File: config.mk
export PLATFORM = sky130hd
export DESIGN_NAME = rxcal_top
export DESIGN_NICKNAME = d
export VERILOG_FILES = /design/src/rxcal_cfg_pkg.sv /design/src/rxcal_state_pkg.sv /design/src/rxcal_if.sv /design/src/rxcal_rate_div.sv /design/src/rxcal_sar_engine.sv /design/src/rxcal_code_bank.sv /design/src/rxcal_sequencer.sv /design/src/rxcal_top.sv
export SDC_FILE = /design/constraint.sdc
export NUM_CORES = 1
export LEC_CHECK = 0
export ABC_AREA = 0
export BUFFER_PORTS_ARGS = -buffer_cell sky130_fd_sc_hd__buf_2
export CORE_ASPECT_RATIO = 0.75
export CORE_UTILIZATION = 49
export CTS_CLUSTER_SIZE = 20
export DETAILED_ROUTE_END_ITERATION = 8
export GPL_TIMING_DRIVEN = 0
export PLACE_DENSITY = 0.71
export SLEW_MARGIN = 20
export SYNTH_ARGS = -nofsm -noshare
export SYNTH_HDL_FRONTEND = slang
export SYNTH_SLANG_ARGS = --single-unit
File: constraint.sdc
create_clock -name sys_clk -period 2.6 [get_ports sys_clk]
set_clock_uncertainty 0.2 [all_clocks]
set_input_delay 0.39 -clock sys_clk [delete_from_list [all_inputs] [get_ports sys_clk]]
set_output_delay 0.39 -clock sys_clk [all_outputs]
set_load 0.05 [all_outputs]
File: src/rxcal_cfg_pkg.sv
//==============================
// Calibration configuration: sizes, derived widths,
// offset code and lane index types
//==============================
package rxcal_cfg_pkg;

  localparam int NUM_LANES    = 8;  // Receive lanes under calibration
  localparam int CODE_W       = 5;  // Offset trim code width
  localparam int LANE_W       = 3;  // Lane index width
  localparam int DIV_W        = 7;  // One-hot divider choices, /1 to /64
  localparam int SETTLE_TICKS = 4;  // Ticks between trial change and compare

  // Derived widths
  localparam int PTR_W    = $clog2(CODE_W);        // SAR bit pointer
  localparam int SETTLE_W = $clog2(SETTLE_TICKS);  // Settle counter
  localparam int DIVCNT_W = DIV_W - 1;             // Divider counter, up to /64

  typedef logic [CODE_W-1:0] code_t;
  typedef logic [LANE_W-1:0] lane_t;

  // Handy constants
  localparam logic [DIV_W-1:0]    DIV_SEL_RST = DIV_W'(1);  // Divide by 1 out of reset
  localparam logic [PTR_W-1:0]    CODE_MSB    = PTR_W'(CODE_W - 1);
  localparam logic [SETTLE_W-1:0] SETTLE_LAST = SETTLE_W'(SETTLE_TICKS - 1);
  localparam lane_t               LANE_LAST   = lane_t'(NUM_LANES - 1);

endpackage

File: src/rxcal_state_pkg.sv
//==============================
// FSM state encodings for the lane
// sequencer and the SAR search engine
//==============================
package rxcal_state_pkg;

  // Lane sequencer
  typedef enum logic [2:0] {
    SEQ_IDLE,   // Waiting for start_cal edge
    SEQ_START,  // Launch search on current lane
    SEQ_WAIT,   // Search in flight
    SEQ_NEXT,   // Step to next lane or finish
    SEQ_DONE    // All lanes calibrated, hold done
  } seq_state_t;

  // Successive approximation engine
  typedef enum logic [1:0] {
    SAR_IDLE,    // No search running
    SAR_SET,     // Set current trial bit on tick
    SAR_SETTLE,  // Let comparator settle
    SAR_DECIDE   // Keep or drop the bit
  } sar_state_t;

endpackage

File: src/rxcal_if.sv
//==============================
// One lane search: sequencer, engine and code bank
//==============================
interface rxcal_if;

  logic                 start;   // Launch pulse, engine must be idle
  rxcal_cfg_pkg::code_t trial;   // Code under test on the active lane
  rxcal_cfg_pkg::code_t result;  // Final code, valid with done
  logic                 done;    // Single-cycle end of search
  logic                 sample;  // Synchronized comparator bit

  // Sequencer launches and waits
  modport seq (output start, input done);

  // Engine runs the search
  modport eng (input start, input sample, output trial, output result, output done);

  // Bank drives the lane and returns its comparator
  modport bank (input trial, input result, output sample);

endinterface

File: src/rxcal_rate_div.sv
//==============================
// Calibration rate divider: one-hot
// select load, ack and tick enable
//==============================
module rxcal_rate_div (
  input  logic                              sys_clk,
  input  logic                              arst_n,
  input  logic                              clk_div_ld,
  input  logic [rxcal_cfg_pkg::DIV_W-1:0]   clk_div_onehot,
  output logic                              cal_tick,
  output logic                              clk_div_ld_ack
);

  logic [rxcal_cfg_pkg::DIV_W-1:0]    sel_q;   // Latched one-hot select
  logic [rxcal_cfg_pkg::DIVCNT_W-1:0] cnt_q;   // Free-running count
  logic [rxcal_cfg_pkg::DIVCNT_W-1:0] mask;    // Low bits that must wrap

  // Mask bit i is set when the selected ratio is above 2^i
  always_comb
  begin
    mask = '0;
    for (int i = 0; i < rxcal_cfg_pkg::DIVCNT_W; i++)
    begin
      mask[i] = |(sel_q >> (i + 1));
    end
  end

  always_ff @(posedge sys_clk or negedge arst_n)
  begin
    if (!arst_n)
    begin
      sel_q          <= rxcal_cfg_pkg::DIV_SEL_RST;
      cnt_q          <= '0;
      clk_div_ld_ack <= 1'b0;
    end
    else
    begin
      clk_div_ld_ack <= clk_div_ld;  // Follows ld one cycle late
      if (clk_div_ld)
      begin
        sel_q <= clk_div_onehot;
        cnt_q <= '0;                 // Restart phase on new ratio
      end
      else
      begin
        cnt_q <= cnt_q + 1'b1;
      end
    end
  end

  assign cal_tick = ((cnt_q & mask) == mask);  // Wrap of the low k bits

  // Loaded select must stay one-hot so the tick period is defined
  a_sel_onehot: assert property (@(posedge sys_clk) disable iff (!arst_n)
    clk_div_ld |=> $onehot(sel_q));

endmodule

File: src/rxcal_sar_engine.sv
//==============================
// SAR search of one lane's offset code
//==============================
module rxcal_sar_engine (
  input  logic sys_clk,
  input  logic arst_n,
  input  logic cal_tick,
  rxcal_if.eng cal
);

  rxcal_state_pkg::sar_state_t        state_q;
  logic [rxcal_cfg_pkg::PTR_W-1:0]    bit_q;        // Bit under decision
  logic [rxcal_cfg_pkg::SETTLE_W-1:0] settle_q;     // Ticks waited so far
  rxcal_cfg_pkg::code_t               trial_q;
  rxcal_cfg_pkg::code_t               decide_code;  // Trial after the decision
  logic                               done_q;

  // Comparator high means trial is at or above threshold, drop the bit
  always_comb
  begin
    decide_code = trial_q;
    if (cal.sample)
    begin
      decide_code[bit_q] = 1'b0;
    end
  end

  always_ff @(posedge sys_clk or negedge arst_n)
  begin
    if (!arst_n)
    begin
      state_q  <= rxcal_state_pkg::SAR_IDLE;
      bit_q    <= '0;
      settle_q <= '0;
      trial_q  <= '0;
      done_q   <= 1'b0;
    end
    else
    begin
      done_q <= 1'b0;
      case (state_q)
        rxcal_state_pkg::SAR_IDLE:
        begin
          if (cal.start)
          begin
            trial_q <= '0;                      // Search from zero, MSB first
            bit_q   <= rxcal_cfg_pkg::CODE_MSB;
            state_q <= rxcal_state_pkg::SAR_SET;
          end
        end
        rxcal_state_pkg::SAR_SET:
        begin
          if (cal_tick)
          begin
            trial_q[bit_q] <= 1'b1;
            settle_q       <= '0;
            state_q        <= rxcal_state_pkg::SAR_SETTLE;
          end
        end
        rxcal_state_pkg::SAR_SETTLE:
        begin
          if (cal_tick)
          begin
            if (settle_q == rxcal_cfg_pkg::SETTLE_LAST)
              state_q <= rxcal_state_pkg::SAR_DECIDE;
            else
              settle_q <= settle_q + 1'b1;
          end
        end
        rxcal_state_pkg::SAR_DECIDE:
        begin
          trial_q <= decide_code;
          if (bit_q == '0)
          begin
            done_q  <= 1'b1;                    // LSB decided, report
            state_q <= rxcal_state_pkg::SAR_IDLE;
          end
          else
          begin
            bit_q   <= bit_q - 1'b1;
            state_q <= rxcal_state_pkg::SAR_SET;
          end
        end
        default: state_q <= rxcal_state_pkg::SAR_IDLE;
      endcase
    end
  end

  assign cal.trial  = trial_q;
  assign cal.result = trial_q;  // Final trial once done pulses
  assign cal.done   = done_q;

  // Sequencer may only launch into an idle engine
  a_start_idle: assert property (@(posedge sys_clk) disable iff (!arst_n)
    cal.start |-> state_q == rxcal_state_pkg::SAR_IDLE);

endmodule

File: src/rxcal_code_bank.sv
//==============================
// Per-lane code storage, trial drive
// and comparator sample synchronizer
//==============================
module rxcal_code_bank (
  input  logic                                 sys_clk,
  input  logic                                 arst_n,
  input  logic [rxcal_cfg_pkg::NUM_LANES-1:0]  ana_rxdata,
  input  rxcal_cfg_pkg::lane_t                 lane,
  input  logic                                 cal_active,
  input  logic                                 wr_en,
  rxcal_if.bank                                cal,
  output rxcal_cfg_pkg::code_t [rxcal_cfg_pkg::NUM_LANES-1:0] lane_code
);

  rxcal_cfg_pkg::code_t [rxcal_cfg_pkg::NUM_LANES-1:0] code_q;  // Calibrated codes
  logic [1:0] sync_q;  // Two-flop synchronizer

  //==============================
  // Code storage
  //==============================
  always_ff @(posedge sys_clk or negedge arst_n)
  begin
    if (!arst_n)
      code_q <= '0;                  // Lanes start untrimmed
    else if (wr_en)
      code_q[lane] <= cal.result;    // Keep the search result
  end

  // Lane under calibration sees the trial code
  always_comb
  begin
    for (int i = 0; i < rxcal_cfg_pkg::NUM_LANES; i++)
    begin
      if (cal_active && (lane == rxcal_cfg_pkg::lane_t'(i)))
        lane_code[i] = cal.trial;
      else
        lane_code[i] = code_q[i];
    end
  end

  //==============================
  // Comparator sampling
  //==============================
  always_ff @(posedge sys_clk or negedge arst_n)
  begin
    if (!arst_n)
      sync_q <= '0;
    else
      sync_q <= {sync_q[0], ana_rxdata[lane]};  // Selected lane only
  end

  assign cal.sample = sync_q[1];

endmodule

File: src/rxcal_sequencer.sv
//==============================
// Lane sequencer FSM: start edge,
// per-lane launch and write, run/done
//==============================
module rxcal_sequencer (
  input  logic                 sys_clk,
  input  logic                 arst_n,
  input  logic                 start_cal,
  rxcal_if.seq                 cal,
  output rxcal_cfg_pkg::lane_t lane,
  output logic                 cal_active,
  output logic                 wr_en,
  output logic                 cal_run,
  output logic                 cal_done_int
);

  rxcal_state_pkg::seq_state_t state_q;
  rxcal_cfg_pkg::lane_t        lane_q;
  logic                        start_q;     // Previous start_cal
  logic                        start_rise;

  assign start_rise = start_cal && !start_q;

  always_ff @(posedge sys_clk or negedge arst_n)
  begin
    if (!arst_n)
    begin
      state_q <= rxcal_state_pkg::SEQ_IDLE;
      lane_q  <= '0;
      start_q <= 1'b0;
    end
    else
    begin
      start_q <= start_cal;
      case (state_q)
        rxcal_state_pkg::SEQ_IDLE,
        rxcal_state_pkg::SEQ_DONE:
        begin
          if (start_rise)  // Edges during a run are ignored
          begin
            lane_q  <= '0;
            state_q <= rxcal_state_pkg::SEQ_START;
          end
        end
        rxcal_state_pkg::SEQ_START: state_q <= rxcal_state_pkg::SEQ_WAIT;
        rxcal_state_pkg::SEQ_WAIT:
        begin
          if (cal.done)
            state_q <= rxcal_state_pkg::SEQ_NEXT;
        end
        rxcal_state_pkg::SEQ_NEXT:
        begin
          if (lane_q == rxcal_cfg_pkg::LANE_LAST)
          begin
            state_q <= rxcal_state_pkg::SEQ_DONE;
          end
          else
          begin
            lane_q  <= lane_q + 1'b1;
            state_q <= rxcal_state_pkg::SEQ_START;
          end
        end
        default: state_q <= rxcal_state_pkg::SEQ_IDLE;
      endcase
    end
  end

  assign cal.start    = (state_q == rxcal_state_pkg::SEQ_START);  // One pulse per lane
  assign wr_en        = (state_q == rxcal_state_pkg::SEQ_WAIT) && cal.done;
  assign lane         = lane_q;
  assign cal_active   = (state_q == rxcal_state_pkg::SEQ_START) ||
                        (state_q == rxcal_state_pkg::SEQ_WAIT);
  assign cal_run      = cal_active || (state_q == rxcal_state_pkg::SEQ_NEXT);
  assign cal_done_int = (state_q == rxcal_state_pkg::SEQ_DONE);  // Held until next start

  // Every engine result lands in the bank and nothing else is written
  a_wr_with_done: assert property (@(posedge sys_clk) disable iff (!arst_n)
    wr_en == cal.done);

endmodule

File: src/rxcal_top.sv
//==============================
// Offset calibration top: blocks,
// scan and register override forcing
//==============================
module rxcal_top (
  input  logic                                 sys_clk,
  input  logic                                 arst_n,
  input  logic                                 start_cal,
  input  logic [rxcal_cfg_pkg::NUM_LANES-1:0]  ana_rxdata,
  input  logic                                 ovrd_sel,
  input  logic                                 cal_done_ovrd,
  input  rxcal_cfg_pkg::code_t                 cal_code_ovrd,
  input  logic                                 scan_mode,
  input  logic                                 clk_div_ld,
  input  logic [rxcal_cfg_pkg::DIV_W-1:0]      clk_div_onehot,
  output logic                                 cal_done,
  output logic                                 cal_run,
  output rxcal_cfg_pkg::code_t [rxcal_cfg_pkg::NUM_LANES-1:0] cal_code,
  output logic                                 clk_div_ld_ack
);

  rxcal_cfg_pkg::code_t [rxcal_cfg_pkg::NUM_LANES-1:0] lane_code;  // Bank view
  rxcal_cfg_pkg::lane_t lane;
  logic cal_tick;
  logic cal_active;
  logic wr_en;
  logic cal_done_int;

  rxcal_if u_cal_if ();  // One search at a time

  rxcal_rate_div u_rate_div (
    .sys_clk        (sys_clk),
    .arst_n         (arst_n),
    .clk_div_ld     (clk_div_ld),
    .clk_div_onehot (clk_div_onehot),
    .cal_tick       (cal_tick),
    .clk_div_ld_ack (clk_div_ld_ack)
  );

  rxcal_sar_engine u_sar_engine (
    .sys_clk  (sys_clk),
    .arst_n   (arst_n),
    .cal_tick (cal_tick),
    .cal      (u_cal_if)
  );

  rxcal_code_bank u_code_bank (
    .sys_clk    (sys_clk),
    .arst_n     (arst_n),
    .ana_rxdata (ana_rxdata),
    .lane       (lane),
    .cal_active (cal_active),
    .wr_en      (wr_en),
    .cal        (u_cal_if),
    .lane_code  (lane_code)
  );

  rxcal_sequencer u_sequencer (
    .sys_clk      (sys_clk),
    .arst_n       (arst_n),
    .start_cal    (start_cal),
    .cal          (u_cal_if),
    .lane         (lane),
    .cal_active   (cal_active),
    .wr_en        (wr_en),
    .cal_run      (cal_run),
    .cal_done_int (cal_done_int)
  );

  //==============================
  // Output forcing, scan wins over override
  //==============================
  always_comb
  begin
    for (int i = 0; i < rxcal_cfg_pkg::NUM_LANES; i++)
    begin
      if (scan_mode)
        cal_code[i] = '0;
      else if (ovrd_sel)
        cal_code[i] = cal_code_ovrd;   // Register value on all lanes
      else
        cal_code[i] = lane_code[i];
    end
  end

  assign cal_done = ovrd_sel ? cal_done_ovrd : cal_done_int;

endmodule

Yosys cells after proc, flatten, opt, wreduce, memory -nomap -nowiden:

Cells that the tools add are included.

* bits in registers: 76
* input bits: 27
* output and inout port bits: 43
* word-level logic and storage cells: 152

* add/subtract/negate cells: 4
* $lt $le $gt $ge: 4
* eq/ne operators: 26
* mux-type cells: 59
* bitwise gates (word level): 4
* reduce and logical (&&, ||, !) cells: 35

Operator list (number)
* 5-bit two-way mux: 28
* 40-bit bitwise mux: 1
* 3-bit two-way mux: 7
* 5-bit demux with 3-bit select: 1
* 3-bit equality test, second input constant: 5
* 5-bit case mux with 3 select lines: 1
* 2-bit two-way mux: 7
* 2-bit != test, second input constant: 7
* 3-bit by 2-bit equality test with 1-bit output, second input constant: 4
* 1-bit logical AND: 12
* 3-bit case mux with 2 select lines: 2
* 3-bit case mux with 4 select lines: 1
* 4-bit AND reduction: 3
* 3-bit zero test: 3
* 3-bit by 4-bit < comparator with 1-bit output, second input constant: 2
* 2-bit case mux with 4 select lines: 1
* 6-bit by 1-bit adder with 6-bit output, second input constant: 1
* 6-bit AND: 1
* 2-bit equality test, second input constant: 3
* 3-bit by 1-bit equality test with 1-bit output, second input constant: 2
* 6-bit equality test: 1
* 3-bit by 1-bit >= comparator with 1-bit output, second input constant: 2
* 1-bit two-way mux: 6
* 6-bit two-way mux: 1
* 23 further kinds: 30

Depth between registers and ports, before layout:

* depth after elaboration: 8
* gate-level depth with buffers: 7
* mapped depth without buffers: 7

Hierarchy:

From an unflattened synthesis, not the netlist that was laid out.

* cell total of the unflattened synthesis: 417
* area, all modules: 4703.3 um^2

Modules (own cells, without submodules)
* rxcal_code_bank: instances 1, cells each 148, area an instance 2333.5 um^2, seq. area each 1051.0 um^2
* rxcal_sar_engine: instances 1, cells each 92, area an instance 877.1 um^2, seq. area each 325.3 um^2
* rxcal_rate_div: instances 1, cells each 46, area an instance 563.0 um^2, seq. area each 325.3 um^2
* rxcal_top: instances 1, cells each 95, area an instance 549.3 um^2, seq. area each 0.0 um^2
* rxcal_sequencer: instances 1, cells each 36, area an instance 380.4 um^2, seq. area each 175.2 um^2

Least setup slack after synthesis:

Ideal clock, no wire load.

* path kind: register -> output
* start: register u_sequencer.lane_q[0] (netlist: u_sequencer.lane[0])
* end: output port cal_code[0] in the netlist's numbering
* arrival time: 2.253 ns
* data required time: 2.010 ns
* path slack: -0.243 ns
* stages on the path, launching flop included: 8
* path buffers: 2
* cell sequence: dfrtp_1 -> buf_2 -> inv_1 -> ha_1 -> and3_1 -> buf_4 -> mux2i_1 -> a21oi_1

RTL lines
* start: declaration: RTL line rxcal_sequencer.sv:18 `rxcal_cfg_pkg::lane_t lane_q;`
* start signal: assignment: RTL line rxcal_sequencer.sv:59 `lane_q <= lane_q + 1'b1;`
* end: declaration: RTL line rxcal_top.sv:18 `output rxcal_cfg_pkg::code_t [rxcal_cfg_pkg::NUM_LANES-1:0] cal_code,`

==> flow_summary.ini <==
[power]
pwr-share-seq_pct = 30.5
swShare_pct = 37.5
pwr_density_cell_mw_per_mm2 = 789
power_frac_clock_pct = 24.3
p_leak_nw = 2.75
ir_drop_v = 0.000567
p_int_mw = 2.85
combPwrFrac_pct = 45.2
p_sw_mw = 1.71

[route]
firstDrtPassIters = 4
via_count = 3433
drt_iter0_markers = 161
wire_per_inst_um = 19.9
vias_per_cell = 5.78
drc = 0
routed_wl_um = 11800
ant_nets = 0

[yosys]
synthTopCellsByArea = dfrtp_1 45%, mux2i_1 10%, mux2_2 9.9%
synth_most_common_cell = dfrtp_1
post_synth_most_frequent_cells = 75 x dfrtp_1, 43 x a21oi_1, 42 x mux2i_1
synth_top_area_share_pct = 44.6
synth_cell_types = 50
synth_top_cell_by_area = dfrtp_1
netlist_area_mm2 = 0.00421
ys_seq_area_share_pct = 44.6
syn_inst = 379
synth-async-reset-ratio_pct = 100
ys_warn_count = 0
synthFlopType = dfrtp_1
syn-num-nets = 421
ys_seq_elements = 75
synth_edf_count = 0
avgSynthCellArea_um2 = 11.1

[setup_path]
worstPathCellList = buf_6 > clkinvlp_4 > ha_4 > and3_4 > buf_12 > mux2i_4 > a21oi_2 > buf_6
r2r_cells = 15
cp-endpoint = cal_code[3]
reg2reg_to = u_code_bank.sync_q[0]
arrival_ns = 2.09
setup.worst_path.start = u_sequencer.lane[0]
ff2ff_setup_slack_ns = 0.02
slowest_delay_ns = 0.39
cp_data_required_time_ns = 2.01
cp_max_fo = 5
cp-start-kind = register
cp-end-kind = output port
criticalPathCategory = register to output port
timing.rr.start = u_sequencer.lane[0]
cpMaxStageDelayCell = dfrtp_1
crit_path_frequent_cell = buf_6

[die]
core_mm2 = 0.00809
io_pins = 70
num_rows = 28
fp.dieH_um = 82.3
start_util_pct = 52.1
dieWidth_um = 109
dieArea_mm2 = 0.00898

[timing]
maxSlewViolCount = 0
setup_violations = 26
rsz0062_at_grt = true
fmax_ghz = 0.373
hold_viol_final = 0
fin_crit_ns = 2.68
post-route-period-util_pct = 103
hold_slack_ns = 0.0326
tightest_slew_ns = 1.16
worst_slack_ns = -0.0788
slew_headroom_pct = 22.4

[global_route]
antenna_found_initial = 0
grt_max_degree = 55
grt-ovfl-total = 0
grt_pass1_vias = 3291
grt_pass1_wl_um = 17600
gr-usage-all-layers_pct = 27.3

[min_path]
hold_depth = 1
hp-class = primary input to register

[placed_design]
dp_worst_setup_slack_ns = -0.131
dp_hpwl_um = 7480
routabilityCongestion = 0.853
numPortBuffers = 68
placed_cell_area_mm2 = 0.00481

[final_layout]
final_layout_size_suffix_gt1_share_pct = 47.4
synthToLayoutAreaGrowth_pct = 37.4
n_antenna_cell = 0
layout.nets = 527
design_area_mm2 = 0.00579
fin_util_pct = 71.5
num-fill-cells = 569

[clock_network]
path_clk_slew_ns = 0.06
clk_latency_ns = 0.33
root_buffer = clkbuf_16
cts-buffers-inserted = 9
clkSinkCount = 75
cts_tree = built
cts_buffer_depth = 2
htreeDepth = 3

[status]
status = finished, violations left
violations = setup timing

[flow_run]
cap_violations = 0
==> power by group through the flow <==
| stage | logic, mW | clock network, mW | registers [mW] |
|---|---|---|---|
| 2_1_floorplan | 1.04 | 0 | 1.38 |
| 3_3_place_gp | 1.30 | 0 | 1.40 |
| 5_1_grt | 2.20 | 1.17 | 1.41 |
| 4_1_cts | 1.80 | 1.14 | 1.39 |
| 3_5_place_dp | 1.34 | 0 | 1.40 |
| 6_report | 2.06 | 1.11 | 1.39 |
==> metal layers <==
| metal | vias to the layer above | routed length (µm) | GRT usage [%] | part of all wire (%) |
|---|---|---|---|---|
| met4 | 0 | 179 | 8.65 | 1.5 |
| met2 | 99 | 5610 | 44.0 | 47 |
| met3 | 18 | 613 | 5.97 | 5.2 |
| met1 | 1731 | 5410 | 37.0 | 46 |
| li1 | 1585 | - | - | - |
| met5 | - | 0 | 0 | 0 |
==> per-stage QoR <==
stage          total power [mW]  setup TNS, ns  instances
2_1_floorplan              2.42              0        379
4_1_cts                    4.33         -0.504        591
3_3_place_gp               2.70          -1.34        552
6_report                   4.57         -0.925        594
5_1_grt                    4.78          -3.37        594
3_5_place_dp               2.74          -1.13        553
==> registers in the layout (all words and copies together) (netlist names) <==
register / flops
u_code_bank.sync_q: 2
u_rate_div.sel_q: 6
u_sar_engine.bit_q: 3
u_code_bank.code_q: 40
u_sar_engine.cal.done: 1
u_sequencer.state_q: 3
u_rate_div.cnt_q: 6
u_sar_engine.cal.result: 5
u_sequencer.start_q: 1
u_sar_engine.settle_q: 2
u_sar_engine.state_q: 2
u_sequencer.lane: 3
u_rate_div.clk_div_ld_ack: 1
==> worst min path at each step <==
stage	slack [ns]	from	end
finish	0.03	clk_div_ld	u_rate_div.clk_div_ld_ack
global route	0.02	clk_div_ld	u_rate_div.clk_div_ld_ack
CTS	0.02	clk_div_ld	u_rate_div.clk_div_ld_ack
detailed placement	0.11	arst_n	u_code_bank.sync_q[0]
global placement	0.14	u_code_bank.sync_q[0]	u_code_bank.sync_q[1]
floorplan	-0.11	arst_n	u_code_bank.code_q[0]
==> cells in the final DEF, fill, tap and decap left out, drive strengths merged, types with 5 or more instances in the layout <==
master	n
nor2b	5
o21bai	5
dfrtp	75
inv	11
ha	15
mux2i	42
a21oi	44
nand2	19
mux2	47
o21ai	16
nand3	12
nor3	8
and3	7
buf	102
nor2	13
clkbuf	23
nand2b	5
a22o	8
==> what timing repair did <==
action,4_1_cts,5_1_grt
pin swaps,14,24
resized for setup,104,37
hold buffers,2,0
cloned,0,0
hold endpoints to repair,22,0
setup endpoints to repair,40,41
setup buffers,22,7
==> area by class of cell <==
cell class	count	area [µm²]	area share (%)
well taps	105	131	2.27
inverters	12	51.3	0.886
multi-input cells	271	2510	43.4
plain buffers	16	101	1.75
flip-flops and latches	75	1880	32.5
repair buffers	100	848	14.7
clock inverters	4	28.8	0.497
clock buffers	11	233	4.02
==> cells by family (layout without fill, tap and decap cells) <==
family,Yosys count,count (layout),synth area share [%]
multiplexers,89,89,22.6
AO/OA/AOI/OAI,88,88,13.5
flip-flops,75,75,44.6
AND/OR/NAND/NOR,75,75,10.8
buffers and inverters,33,143,3.27
adder cells (fa/ha/maj),15,15,4.46
XOR/XNOR,4,4,0.832
==> worst max-delay path, delay by kind of cell (launching register included) <==
kind,cells,cell delay [ns]
compound gates,1,0.18
buf+inv,4,0.61
flops,1,0.39
simple gates,1,0.19
mux,1,0.18
fa+ha+maj,1,0.21
(Power assumes the default switching activity.)
